### src/hw/cpu_pkg.sv
`default_nettype none

package cpu_pkg;

	// ---------------------------------------
	// data word, bit 0 is the msb
	// ---------------------------------------

	typedef logic [0:15] word_t;

	// instruction opcodes, bits 0..5 of the first word
	typedef enum logic [0:5] {
		OP_LD  = 6'o20, // load from address in 2nd word
		OP_RW  = 6'o24, // store register a
		OP_AW  = 6'o40,
		OP_SW  = 6'o42,
		OP_OR  = 6'o44,
		OP_NR  = 6'o46,
		OP_LWT = 6'o65, // short constant
		OP_UJ  = 6'o70,
		OP_JZ  = 6'o71,
		OP_HLT = 6'o73
	} op_e;

	// processor states
	typedef enum logic [2:0] {
		ST_STOP = 3'd0, // idle
		ST_P1   = 3'd1, // instruction fetch
		ST_K2   = 3'd2, // argument fetch
		ST_WX   = 3'd3, // execute
		ST_WR   = 3'd4, // memory read
		ST_WW   = 3'd5  // memory write
	} state_e;

	// ---------------------------------------
	// timings, in clock cycles
	// ---------------------------------------

	localparam logic [2:0] STROB_TICKS = 3'd3;      // length of a non-bus state
	localparam logic [7:0] ALARM_DLY_TICKS = 8'd32; // max wait for rok_

	localparam int NREG = 8; // general registers r0..r7

endpackage

`default_nettype wire

### src/hw/cpu_if.sv
`timescale 1ns/1ps
`default_nettype none

// decoded instruction fields
interface dec_if;

	cpu_pkg::op_e op;
	logic [0:2] ra;
	logic [0:2] rb;
	cpu_pkg::word_t t; // already sign-extended
	logic two_word;

	modport drv (
		output op, ra, rb, t, two_word
	);

	modport rcv (
		input op, ra, rb, t, two_word
	);

endinterface

// processor cycle timing
interface cyc_if;

	cpu_pkg::state_e state;
	logic strob1; // last cycle of a state
	logic bus_ok; // memory reply taken
	cpu_pkg::state_e nxt_state;

	// sequencer side
	modport drv (
		output state, strob1, bus_ok,
		input nxt_state
	);

	// control side, picks the next state
	modport ctl (
		input state, strob1, bus_ok,
		output nxt_state
	);

	modport rcv (
		input state, strob1, bus_ok
	);

endinterface

`default_nettype wire

### src/hw/pd.sv
`timescale 1ns/1ps
`default_nettype none

module pd (
	input wire logic __clk,
	input wire logic rst,
	input wire cpu_pkg::word_t w,
	cyc_if.rcv cyc,
	dec_if.drv dec
);

	cpu_pkg::word_t ir_q;
	cpu_pkg::word_t iw; // word being decoded
	logic load;
	cpu_pkg::op_e op;

	assign load = (cyc.state == cpu_pkg::ST_P1) && cyc.bus_ok;

	always_ff @(posedge __clk) begin
		if (rst) begin
			ir_q <= '0;
		end else if (load) begin
			ir_q <= w;
		end
	end

	// decode straight from W while IR loads, next state depends on it
	assign iw = load ? w : ir_q;

	// ---------------------------------------
	// opcode
	// ---------------------------------------

	always_comb begin
		case (iw[0:5])
			cpu_pkg::OP_LWT, cpu_pkg::OP_AW, cpu_pkg::OP_SW, cpu_pkg::OP_NR,
			cpu_pkg::OP_OR, cpu_pkg::OP_LD, cpu_pkg::OP_RW, cpu_pkg::OP_UJ,
			cpu_pkg::OP_JZ, cpu_pkg::OP_HLT:
				op = cpu_pkg::op_e'(iw[0:5]);
			default: op = cpu_pkg::OP_HLT; // illegal stops like HLT
		endcase
	end

	assign dec.op = op;
	assign dec.ra = iw[7:9];
	assign dec.rb = iw[13:15];
	assign dec.t = {{10{iw[10]}}, iw[10:15]}; // bit 10 is the sign
	assign dec.two_word = op inside {cpu_pkg::OP_LD, cpu_pkg::OP_RW,
		cpu_pkg::OP_UJ, cpu_pkg::OP_JZ};

endmodule

`default_nettype wire

### src/flat_wrapper.sv
// flat-port wrapper written by rule: the top's interface ports become plain ports
module pd_flat 
  (__clk, rst, w, cyc_state, cyc_strob1, cyc_bus_ok, dec_op, dec_ra, dec_rb, dec_t, dec_two_word);
  cyc_if cyc_i ();
  dec_if dec_i ();
  input wire logic __clk;
  input wire logic rst;
  input wire cpu_pkg::word_t w;
  input wire logic [$bits(cyc_i.state)-1:0] cyc_state;
  input wire logic [$bits(cyc_i.strob1)-1:0] cyc_strob1;
  input wire logic [$bits(cyc_i.bus_ok)-1:0] cyc_bus_ok;
  output wire logic [$bits(dec_i.op)-1:0] dec_op;
  output wire logic [$bits(dec_i.ra)-1:0] dec_ra;
  output wire logic [$bits(dec_i.rb)-1:0] dec_rb;
  output wire logic [$bits(dec_i.t)-1:0] dec_t;
  output wire logic [$bits(dec_i.two_word)-1:0] dec_two_word;
  assign cyc_i.state = cyc_state;
  assign cyc_i.strob1 = cyc_strob1;
  assign cyc_i.bus_ok = cyc_bus_ok;
  assign dec_op = dec_i.op;
  assign dec_ra = dec_i.ra;
  assign dec_rb = dec_i.rb;
  assign dec_t = dec_i.t;
  assign dec_two_word = dec_i.two_word;
  pd u_core (.__clk(__clk), .rst(rst), .w(w), .cyc(cyc_i), .dec(dec_i));
endmodule
### config.mk
export PLATFORM = sky130hd
export DESIGN_NAME = pd_flat
export DESIGN_NICKNAME = d
export VERILOG_FILES = /design/src/hw/cpu_pkg.sv /design/src/hw/cpu_if.sv /design/src/hw/pd.sv /design/src/flat_wrapper.sv
export SDC_FILE = /design/constraint.sdc
export NUM_CORES = 1
export LEC_CHECK = 0
export BUFFER_PORTS_ARGS = -buffer_cell sky130_fd_sc_hd__buf_2
export CAP_MARGIN = 20
export CELL_PAD_IN_SITES_DETAIL_PLACEMENT = 0
export CELL_PAD_IN_SITES_GLOBAL_PLACEMENT = 2
export CORE_UTILIZATION = 27
export DETAILED_ROUTE_END_ITERATION = 10
export GPL_TIMING_DRIVEN = 0
export PLACE_DENSITY_LB_ADDON = 0.05
export SETUP_SLACK_MARGIN = 0.1
export SYNTH_ARGS = -nofsm -noshare
export SYNTH_HDL_FRONTEND = slang
export SYNTH_SLANG_ARGS = --single-unit
### constraint.sdc
create_clock -name __clk -period 4 [get_ports __clk]
set_input_delay 0.6 -clock __clk [delete_from_list [all_inputs] [get_ports __clk]]
set_output_delay 0.6 -clock __clk [all_outputs]
set_load 0.05 [all_outputs]
==> summary.txt, run 1 <==
Synth Cell Area -> 1030 µm²
Layout Cells excl Fill -> 211
Largest net degree at the start of global routing -> 13
Worst-Margin Slew -> 0.470 ns
Syn Nets -> 134
Pre-CTS setup slack -> 1.36 ns
Routed WL -> 2.21 mm
Nets -> 187
Largest reg by FF count -> u_core.ir_q
Maximum fanout along the worst path -> 12
Post-synthesis sequential area ratio -> 29.1%
Pleak -> 0.671 nW
Crit-path most repeated cell -> buf_2
Clock Tree Buf Depth -> 2
Crit path kind -> primary input to primary output
Post-CTS setup buffer count -> 0
Int Pwr -> 0.262 mW
Most common cell after layout, fill and taps aside -> buf_2
NetSw -> 0.115 mW
Remaining Overflow, GRT -> 0
Root buffer cell -> clkbuf_8
CP cell instances -> buf_2 -> and4bb_1 -> buf_6 -> buf_12 -> mux2_2 -> buf_4 -> buf_2
Initial core utilization -> 28.2%
Max Clock Freq -> 380 MHz
Fin crit period -> 2.63 ns
Setup tns final -> 0 ns
Total of max-cap violations -> 0
Die X -> 63.9 µm
Overall power -> 0.376 mW
Core area -> 3660 µm²
Total number of vias -> 921
Combinational Power Share -> 27.0%
Fin util -> 37.7%
Library cells used by synthesis -> 31
Most frequent cells in the layout -> buf_2 (48), buf_4 (22), dfxtp_1 (15)
Fin. Hold Viols -> 0
Post-route design area -> 1380 µm²
CP max stage delay -> 0.43 ns
Final HPWL DP -> 1.71 mm
# port buffers -> 48
Placed insts -> 207
Count of final setup violators -> 0
Power per Cell Area -> 273 nW/µm²
Maximum VDD drop -> 0.000150 V
DR top layer -> met4
CTS Buf Count -> 3
Share of post-route cells with drive strength above 1 -> 57.7%
Drt first pass iters -> 4
CTS sink count -> 15
TritonCTS clock tree -> done
Clock Pin Slew Worst Setup and Hold Paths -> 0.06 ns
Synthesis-to-layout area growth -> 33.4%
Die area -> 4080 µm²
DRC Markers -> 0
Met1 WL -> 1.04 mm
Global-route wire length before repair -> 3.55 mm
Cts repair resizes -> 0
Unrepaired setup endpoints after global routing -> no
Skew-Pair Late Insertion Delay -> 0.24 ns
Critical Path AT -> 2.03 ns
Skew final -> 0 ns
GRT Util Overall -> 11.3%
Status -> complete, no violations
Crit path launch type -> primary input
Max reg flops -> 15
Routability cong. -> 0.745
Io pins -> 52
H-tree depth -> 1
CP Capture Type -> primary output
Post-route ant nets -> 0
Avg Cell Area, Syn -> 9.31 µm²
Wirelength per Cell -> 10.5 µm
Crit-path slowest cell -> mux2_2
WP data required -> 3.40 ns
Hold Path Class -> register to register
Final worst-path cycle share -> 65.8%
Max-slew violation count -> 0
Number of global-route vias before repair -> 755
Seq pwr share -> 41.0%
Sw frac -> 30.5%
Hold buffers post-CTS -> 0
DR iter-0 viols -> 46
Initial antenna violation count -> 0
DIE HEIGHT -> 63.9 µm
Met3 WL -> 153 µm
Synth warn -> 0
Final WS setup -> 1.37 ns
Worst rel slew slack -> 68.6%
Hold WS -> 0.509 ns
ANT cells -> 0
Biggest registers after layout -> u_core.ir_q: 15 flops
Vias/cell -> 4.36
Cell Area, Placed -> 1330 µm²
Yosys reg bits -> 15
Met2 wire length -> 1.00 mm
Synth Instances -> 111
Clock share of power -> 32.0%
Row cnt -> 22
-- cell usage after synthesis --
master | count | area share [%]
a21bo_1 | 1 | 0.97
nand3_1 | 2 | 0.97
or2_2 | 1 | 0.61
o21a_1 | 1 | 0.73
o21ai_0 | 3 | 1.5
a22oi_2 | 1 | 1.2
buf_4 | 22 | 16
dfxtp_1 | 15 | 29
and2_1 | 1 | 0.61
mux2i_1 | 7 | 6.8
a32o_1 | 1 | 0.97
nor3_1 | 1 | 0.48
nand2b_1 | 2 | 1.2
nor4b_1 | 2 | 1.7
clkbuf_1 | 1 | 0.36
clkbuf_2 | 2 | 0.97
and4bb_1 | 1 | 1.2
a21oi_1 | 2 | 0.97
nand3b_1 | 2 | 1.5
o22ai_1 | 2 | 1.2
and2_2 | 1 | 0.73
mux2_2 | 13 | 14
inv_1 | 1 | 0.36
nor2_1 | 8 | 2.9
nor4_1 | 1 | 0.61
buf_6 | 2 | 2.2
o32ai_1 | 1 | 0.85
a31o_1 | 1 | 0.85
nand2_1 | 3 | 1.1
buf_12 | 1 | 1.9
nor2b_1 | 9 | 5.4
-- power by group through the flow --
stage	clock [mW]	sequential, mW	combinational (mW)
floorplan	0	0.157	0.0768
finish	0.120	0.154	0.102
global route	0.132	0.155	0.108
global placement	0	0.158	0.102
detailed placement	0	0.158	0.102
CTS	0.126	0.154	0.103
-- final timing paths --
| kind | depth (start not counted) | startpoint | end | slack, ns |
|---|---|---|---|---|
| max | 7 | cyc_state[1] | dec_t[7] | 1.37 |
| min | 2 | u_core.ir_q[11] | u_core.ir_q[11] | 0.51 |
| max reg2reg | 2 | u_core.ir_q[5] | u_core.ir_q[5] | 3.08 |
| min reg2reg | 2 | u_core.ir_q[11] | u_core.ir_q[11] | 0.51 |
-- worst max-delay path: cells and delay by family --
family	cells	cell delay, ns
buffers and inverters	5	0.72
and+or+nand+nor	1	0.27
muxes	1	0.43
-- final cells by class --
type / instances / area (µm²)
Buffer: 28 / 221
Multi-Input combinational cell: 67 / 508
Tap cell: 48 / 60.1
Sequential cell: 15 / 300
Fill cell: 376 / 2280
Timing Repair Buffer: 48 / 240
Clock buffer: 4 / 45.0
Inverter: 1 / 3.75
-- metal layers --
metal	track usage [%]	up-vias
met5	0	-
met4	5.97	0
met3	2.68	2
met2	17.2	35
met1	14.7	418
li1	-	466
-- logic make-up (layout without fill, tap and decap cells) --
family,Yosys count,count (layout),share of synthesized area (%)
mux,20,20,20.9
simple gates,34,34,19.0
flops,15,15,29.1
compound gates,13,13,9.20
buf+inv,29,81,21.8
(Power assumes the default switching activity.)
==> inputs of run 2 (changes only) <==
--- a/config.mk
+++ b/config.mk
@@ -9,7 +9,7 @@
 export CAP_MARGIN = 20
 export CELL_PAD_IN_SITES_DETAIL_PLACEMENT = 0
 export CELL_PAD_IN_SITES_GLOBAL_PLACEMENT = 2
-export CORE_UTILIZATION = 27
+export CORE_UTILIZATION = 22
 export DETAILED_ROUTE_END_ITERATION = 10
 export GPL_TIMING_DRIVEN = 0
 export PLACE_DENSITY_LB_ADDON = 0.05
==> constraint.sdc (replaced) <==
create_clock -name __clk -period 2.3 [get_ports __clk]
set_input_delay 0.345 -clock __clk [delete_from_list [all_inputs] [get_ports __clk]]
set_output_delay 0.345 -clock __clk [all_outputs]
set_load 0.05 [all_outputs]
==> summary.txt, run 2 (synthesized netlist as in run 1, its figures left out) <==
Combinational Power Share -> 27.2% (+0.2 points)
Vias/cell -> 4.14 (-5.2%)
Initial core utilization -> 23.3% (-5.0 points)
Most common cell after layout, fill and taps aside -> buf_2
Global-route wire length before repair -> 3.91 mm (+10%)
Hold buffers post-CTS -> 0 (unchanged)
Routability cong. -> 0.748 (+0.40%)
Number of global-route vias before repair -> 845 (+12%)
Root buffer cell -> clkbuf_8
Remaining Overflow, GRT -> 0 (unchanged)
Largest net degree at the start of global routing -> 13 (unchanged)
Power per Cell Area -> 467 nW/µm² (+71%)
Most frequent cells in the layout -> buf_2 (48), buf_4 (22), dfxtp_1 (15)
Crit path launch type -> primary input
Worst rel slew slack -> 67.9% (-0.79 points)
Fin. Hold Viols -> 0 (unchanged)
CTS sink count -> 15 (unchanged)
CP Capture Type -> primary output
Post-route ant nets -> 0 (unchanged)
Clock Pin Slew Worst Setup and Hold Paths -> 0.06 ns (about the same)
Setup tns final -> 0 ns (unchanged)
Max-slew violation count -> 0 (unchanged)
Int Pwr -> 0.454 mW (+73%)
Status -> finished with violations
Layout Cells excl Fill -> 215 (+1.9%)
Unrepaired setup endpoints after global routing -> no
Final worst-path cycle share -> 91.3%
ANT cells -> 0 (unchanged)
Hold WS -> 0.337 ns (-0.172 ns)
DR iter-0 viols -> 23 (-50%)
Core area -> 4440 µm² (+21%)
Share of post-route cells with drive strength above 1 -> 60.1% (+2.5 points)
Crit path kind -> primary input to primary output
Failing checks -> DRC
Total of max-cap violations -> 0 (unchanged)
Seq pwr share -> 40.7% (-0.3 points)
NetSw -> 0.206 mW (+79%)
Maximum fanout along the worst path -> 10 (-2)
Overall power -> 0.660 mW (+75%)
Pre-CTS setup slack -> 0.145 ns (-1.21 ns)
Drt first pass iters -> 7 (+3)
GRT Util Overall -> 10.0% (-1.3 points)
Clock share of power -> 32.1% (about the same)
TritonCTS clock tree -> done
DIE HEIGHT -> 70.5 µm (+10%)
Maximum VDD drop -> 0.000172 V (+15%)
Post-CTS setup buffer count -> 0 (unchanged)
Fin crit period -> 2.10 ns
WP data required -> 1.96 ns (-1.44 ns)
Nets -> 187 (unchanged)
Initial antenna violation count -> 0 (unchanged)
Biggest registers after layout -> u_core.ir_q: 15 flops
DRC Markers -> 4 (+4)
Synthesis-to-layout area growth -> 36.6%
Die area -> 4980 µm² (+22%)
Cts repair resizes -> 1 (+1)
Final HPWL DP -> 1.90 mm (+11%)
# port buffers -> 48 (unchanged)
Max Clock Freq -> 476 MHz
Total number of vias -> 890 (-3.4%)
Count of final setup violators -> 0 (unchanged)
Clock Tree Buf Depth -> 2 (unchanged)
Largest reg by FF count -> u_core.ir_q
Pleak -> 0.678 nW (+1.1%)
Die X -> 70.5 µm (+10%)
CTS Buf Count -> 3 (unchanged)
Final WS setup -> 0.200 ns (-1.17 ns)
Sw frac -> 31.2% (+0.73 points)
Placed insts -> 211 (+1.9%)
Hold Path Class -> primary input to register
Skew final -> 0 ns (unchanged)
Critical Path AT -> 1.75 ns (-0.28 ns)
Max reg flops -> 15 (unchanged)
H-tree depth -> 1 (unchanged)
Row cnt -> 24 (+9.1%)
Skew-Pair Late Insertion Delay -> 0.24 ns (about the same)
Wirelength per Cell -> 11.4 µm (+8.5%)
Worst-Margin Slew -> 0.476 ns (+0.00513 ns)
Io pins -> 52 (unchanged)
Routed WL -> 2.45 mm (+11%)
[run 2: cell count changes in the layout (fill, tap and decap cells not counted), sizes merged]
cell,previous run,this run
clkbuf,7,6
clkinv,0,1
[run 2: layout make-up]
type	instances	area, µm²
Fill cell	500	3030
Inverter	1	3.75
Clock buffer	3	41.3
Multi-Input combinational cell	67	534
Buffer	28	221
Timing Repair Buffer	48	240
Tap cell	52	65.1
Sequential cell	15	300
Clock inverter	1	5.00
[run 2: final timing paths]
| path | start | to | slack, ns | cells past startpoint |
|---|---|---|---|---|
| worst min-delay path | rst | u_core.ir_q[0] | 0.34 | 2 |
| worst min register to register | u_core.ir_q[11] | u_core.ir_q[11] | 0.53 | 2 |
| worst max-delay path | cyc_bus_ok | dec_op[1] | 0.20 | 8 |
| worst max register to register | u_core.ir_q[5] | u_core.ir_q[5] | 1.41 | 2 |
[run 2: per-stage QoR]
step	area (µm²)	util, %
global placement	1360	30.5
global route	1410	31.8
detailed placement	1360	30.5
CTS	1410	31.7
finish	1410	31.8
floorplan	1050	-
[run 2: power by group through the flow]
stage          combinational [mW]  clock (mW)  sequential [mW]
2_1_floorplan               0.135           0            0.273
3_3_place_gp                0.180           0            0.274
3_5_place_dp                0.181           0            0.274
4_1_cts                     0.182       0.227            0.269
5_1_grt                     0.191       0.236            0.269
6_report                    0.179       0.211            0.269
[run 2: metal layers]
layer	GRT usage, %	vias up	share of wire, %
met3	1.85	2	7.2
met4	4.67	0	0.70
li1	-	463	-
met5	0	-	0
met1	11.6	391	45
met2	17.9	34	47
[run 2: critical path: stages]
cell and delay, ns:
buf_2 0.09, and4bb_1 0.20, buf_6 0.15, buf_12 0.14, and2_2 0.20, a22oi_2 0.20
a31o_1 0.17, buf_2 0.25
==> inputs of run 3 (changes only) <==
--- a/config.mk
+++ b/config.mk
@@ -11,7 +11,7 @@
 export CELL_PAD_IN_SITES_GLOBAL_PLACEMENT = 2
 export CORE_UTILIZATION = 22
 export DETAILED_ROUTE_END_ITERATION = 10
-export GPL_TIMING_DRIVEN = 0
+export GPL_TIMING_DRIVEN = 1
 export PLACE_DENSITY_LB_ADDON = 0.05
 export SETUP_SLACK_MARGIN = 0.1
 export SYNTH_ARGS = -nofsm -noshare
==> summary.txt, run 3 (synthesized netlist as in run 1, its figures left out) <==
Crit path kind -> primary input to primary output
TritonCTS clock tree -> done
Count of final setup violators -> 0 (unchanged)
Biggest registers after layout -> u_core.ir_q: 15 flops
Multi-input gate area -> 534 µm² (unchanged)
DIE HEIGHT -> 70.5 µm (unchanged)
Wirelength per Cell -> 12.3 µm (+7.9%)
Failing checks -> DRC
Cell Area, Placed -> 1170 µm² (-14%)
Die area -> 4980 µm² (unchanged)
WP data required -> 1.96 ns (about the same)
Hold buffers post-CTS -> 0 (unchanged)
Clock share of power -> 33.0% (+0.9 points)
Drt first pass iters -> 7 (unchanged)
Pleak -> 0.549 nW (-19%)
Worst-Margin Slew -> 0.476 ns (+0.000161 ns)
Initial antenna violation count -> 0 (unchanged)
Skew-Pair Late Insertion Delay -> 0.24 ns (about the same)
Seq pwr share -> 42.2% (+1.5 points)
Int Pwr -> 0.439 mW (-3.2%)
Vias/cell -> 4.26 (+2.8%)
GRT Util Overall -> 9.62% (-0.38 points)
Nets -> 164 (-12%)
Power per Cell Area -> 521 nW/µm² (+11%)
FILL cells -> 495 (-1.0%)
Routed WL -> 2.36 mm (-3.7%)
Most common cell after layout, fill and taps aside -> buf_2
Crit path launch type -> primary input
ANT cells -> 0 (unchanged)
Max Clock Freq -> 471 MHz (-1.1%)
# port buffers -> 49 (+2.1%)
Initial core utilization -> 23.3% (unchanged)
Worst rel slew slack -> 67.8% (about the same)
Clock Pin Slew Worst Setup and Hold Paths -> 0.06 ns (about the same)
Hold Path Sink -> u_core.ir_q[11]
CP Capture Type -> primary output
Busiest grt layer -> met2
Fin. Hold Viols -> 0 (unchanged)
Core area -> 4440 µm² (unchanged)
Hold path depth -> 3 (+1)
Most frequent cells in the layout -> buf_2 (49), dfxtp_1 (15), mux2_2 (13)
Remaining Overflow, GRT -> 0 (unchanged)
Total of max-cap violations -> 0 (unchanged)
Post-CTS setup buffer count -> 0 (unchanged)
R2R Path End -> u_core.ir_q[5]
Final HPWL DP -> 1.78 mm (-6.3%)
CTS sink count -> 15 (unchanged)
Met3 usage -> 2.14% (+0.28 points)
Pre-CTS setup slack -> 0.0330 ns (-0.112 ns)
Root buffer cell -> clkbuf_8
Worst hold start -> w[11]
Largest net degree at the start of global routing -> 16 (+3)
Global-route wire length before repair -> 3.80 mm (-3.0%)
Max reg flops -> 15 (unchanged)
Critical Path AT -> 1.78 ns (+0.03 ns)
Largest reg by FF count -> u_core.ir_q
Final worst-path cycle share -> 92.3% (+0.97 points)
Slack of the worst reg-to-reg path -> 1.41 ns (about the same)
Row cnt -> 24 (unchanged)
Unrepaired setup endpoints after global routing -> no
Hold Path Class -> primary input to register
Skew final -> 0 ns (unchanged)
Routability cong. -> 0.710 (-5.1%)
Max-slew violation count -> 0 (unchanged)
Maximum fanout along the worst path -> 11 (+1)
Io pins -> 52 (unchanged)
Setup tns final -> 0 ns (unchanged)
Status -> finished with violations
DR iter-0 viols -> 27 (+17%)
Fin crit period -> 2.12 ns (+0.0224 ns)
Clock Tree Buf Depth -> 2 (unchanged)
Post-route design area -> 1220 µm² (-13%)
Grt met2 use -> 15.7% (-2.2 points)
Number of global-route vias before repair -> 794 (-6.0%)
Register area -> 300 µm² (unchanged)
Sw frac -> 31.1% (-0.11 points)
Post-route ant nets -> 0 (unchanged)
Met1 global-route usage -> 12.3% (+0.74 points)
Share of post-route cells with drive strength above 1 -> 54.3% (-5.8 points)
Synthesis-to-layout area growth -> 18.4%
Cell count of the worst reg-to-reg path -> 2 (unchanged)
DRC Markers -> 4 (unchanged)
NetSw -> 0.198 mW (-3.7%)
CTS Buf Count -> 3 (unchanged)
Die X -> 70.5 µm (unchanged)
H-tree depth -> 1 (unchanged)
Final WS setup -> 0.178 ns (-0.0224 ns)
Maximum VDD drop -> 0.000172 V (-0.45%)
Combinational Power Share -> 24.8% (-2.4 points)
Total number of vias -> 817 (-8.2%)
R2R Path Start -> u_core.ir_q[5]
## run 3: changes by cell type in the layout (fill, tap and decap cells not counted), sizes merged
cell | previous run | this run
clkinv | 1 | 0
clkbuf | 6 | 4
buf | 73 | 53
## run 3: timing repair
item / CTS / global route
setup endpoints to repair: 15 / 3
gates cloned: 0 / 0
resized for setup: 2 / 1
endpoints found under the hold margin: 0 / 0
## run 3: power by group through the flow
stage	registers, mW	logic, mW	clock network (mW)
6_report	0.269	0.158	0.210
2_1_floorplan	0.273	0.135	0
3_5_place_dp	0.274	0.159	0
4_1_cts	0.269	0.160	0.226
5_1_grt	0.269	0.170	0.236
3_3_place_gp	0.274	0.159	0
## run 3: routing by layer
layer / vias to the layer above / part of all wire (%)
met5: - / 0
met4: 0 / 0.72
met3: 2 / 6.5
met2: 30 / 46
met1: 368 / 46
li1: 417 / -
## run 3: critical path, stage by stage
cell and delay [ns]:
buf_2 0.09, and4bb_4 0.40, buf_4 0.22, nor2_1 0.08, a22oi_2 0.21, a31o_1 0.17, buf_2 0.26
## run 3: cell type report
| class | count | share of cell area [%] |
|---|---|---|
| clock buffer | 4 | 3.68 |
| timing repair buffer | 53 | 22.5 |
| multi-input combinational | 67 | 43.7 |
| sequential | 15 | 24.5 |
| tap | 52 | 5.32 |
| inverter | 1 | 0.307 |
## run 3: stage by stage
step	power (mW)	hold WS (ns)	util, %	std cells
final	0.637	0.381	27.5	192
after global placement	0.434	0.507	26.3	188
after floorplan	0.409	0.417	-	111
after detailed placement	0.434	0.524	26.3	188
after CTS	0.655	0.377	27.4	192
after global routing	0.675	0.409	27.5	192
## run 3: how the worst max path moves through the flow
stage                       from  depth (start not counted)         to
floorplan           cyc_state[1]                          5  dec_op[1]
global placement    cyc_state[1]                          7  dec_op[1]
detailed placement  cyc_state[1]                          7  dec_op[1]
CTS                 cyc_state[1]                          7  dec_op[1]
global route        cyc_state[1]                          7  dec_op[1]
finish              cyc_state[1]                          7  dec_op[1]
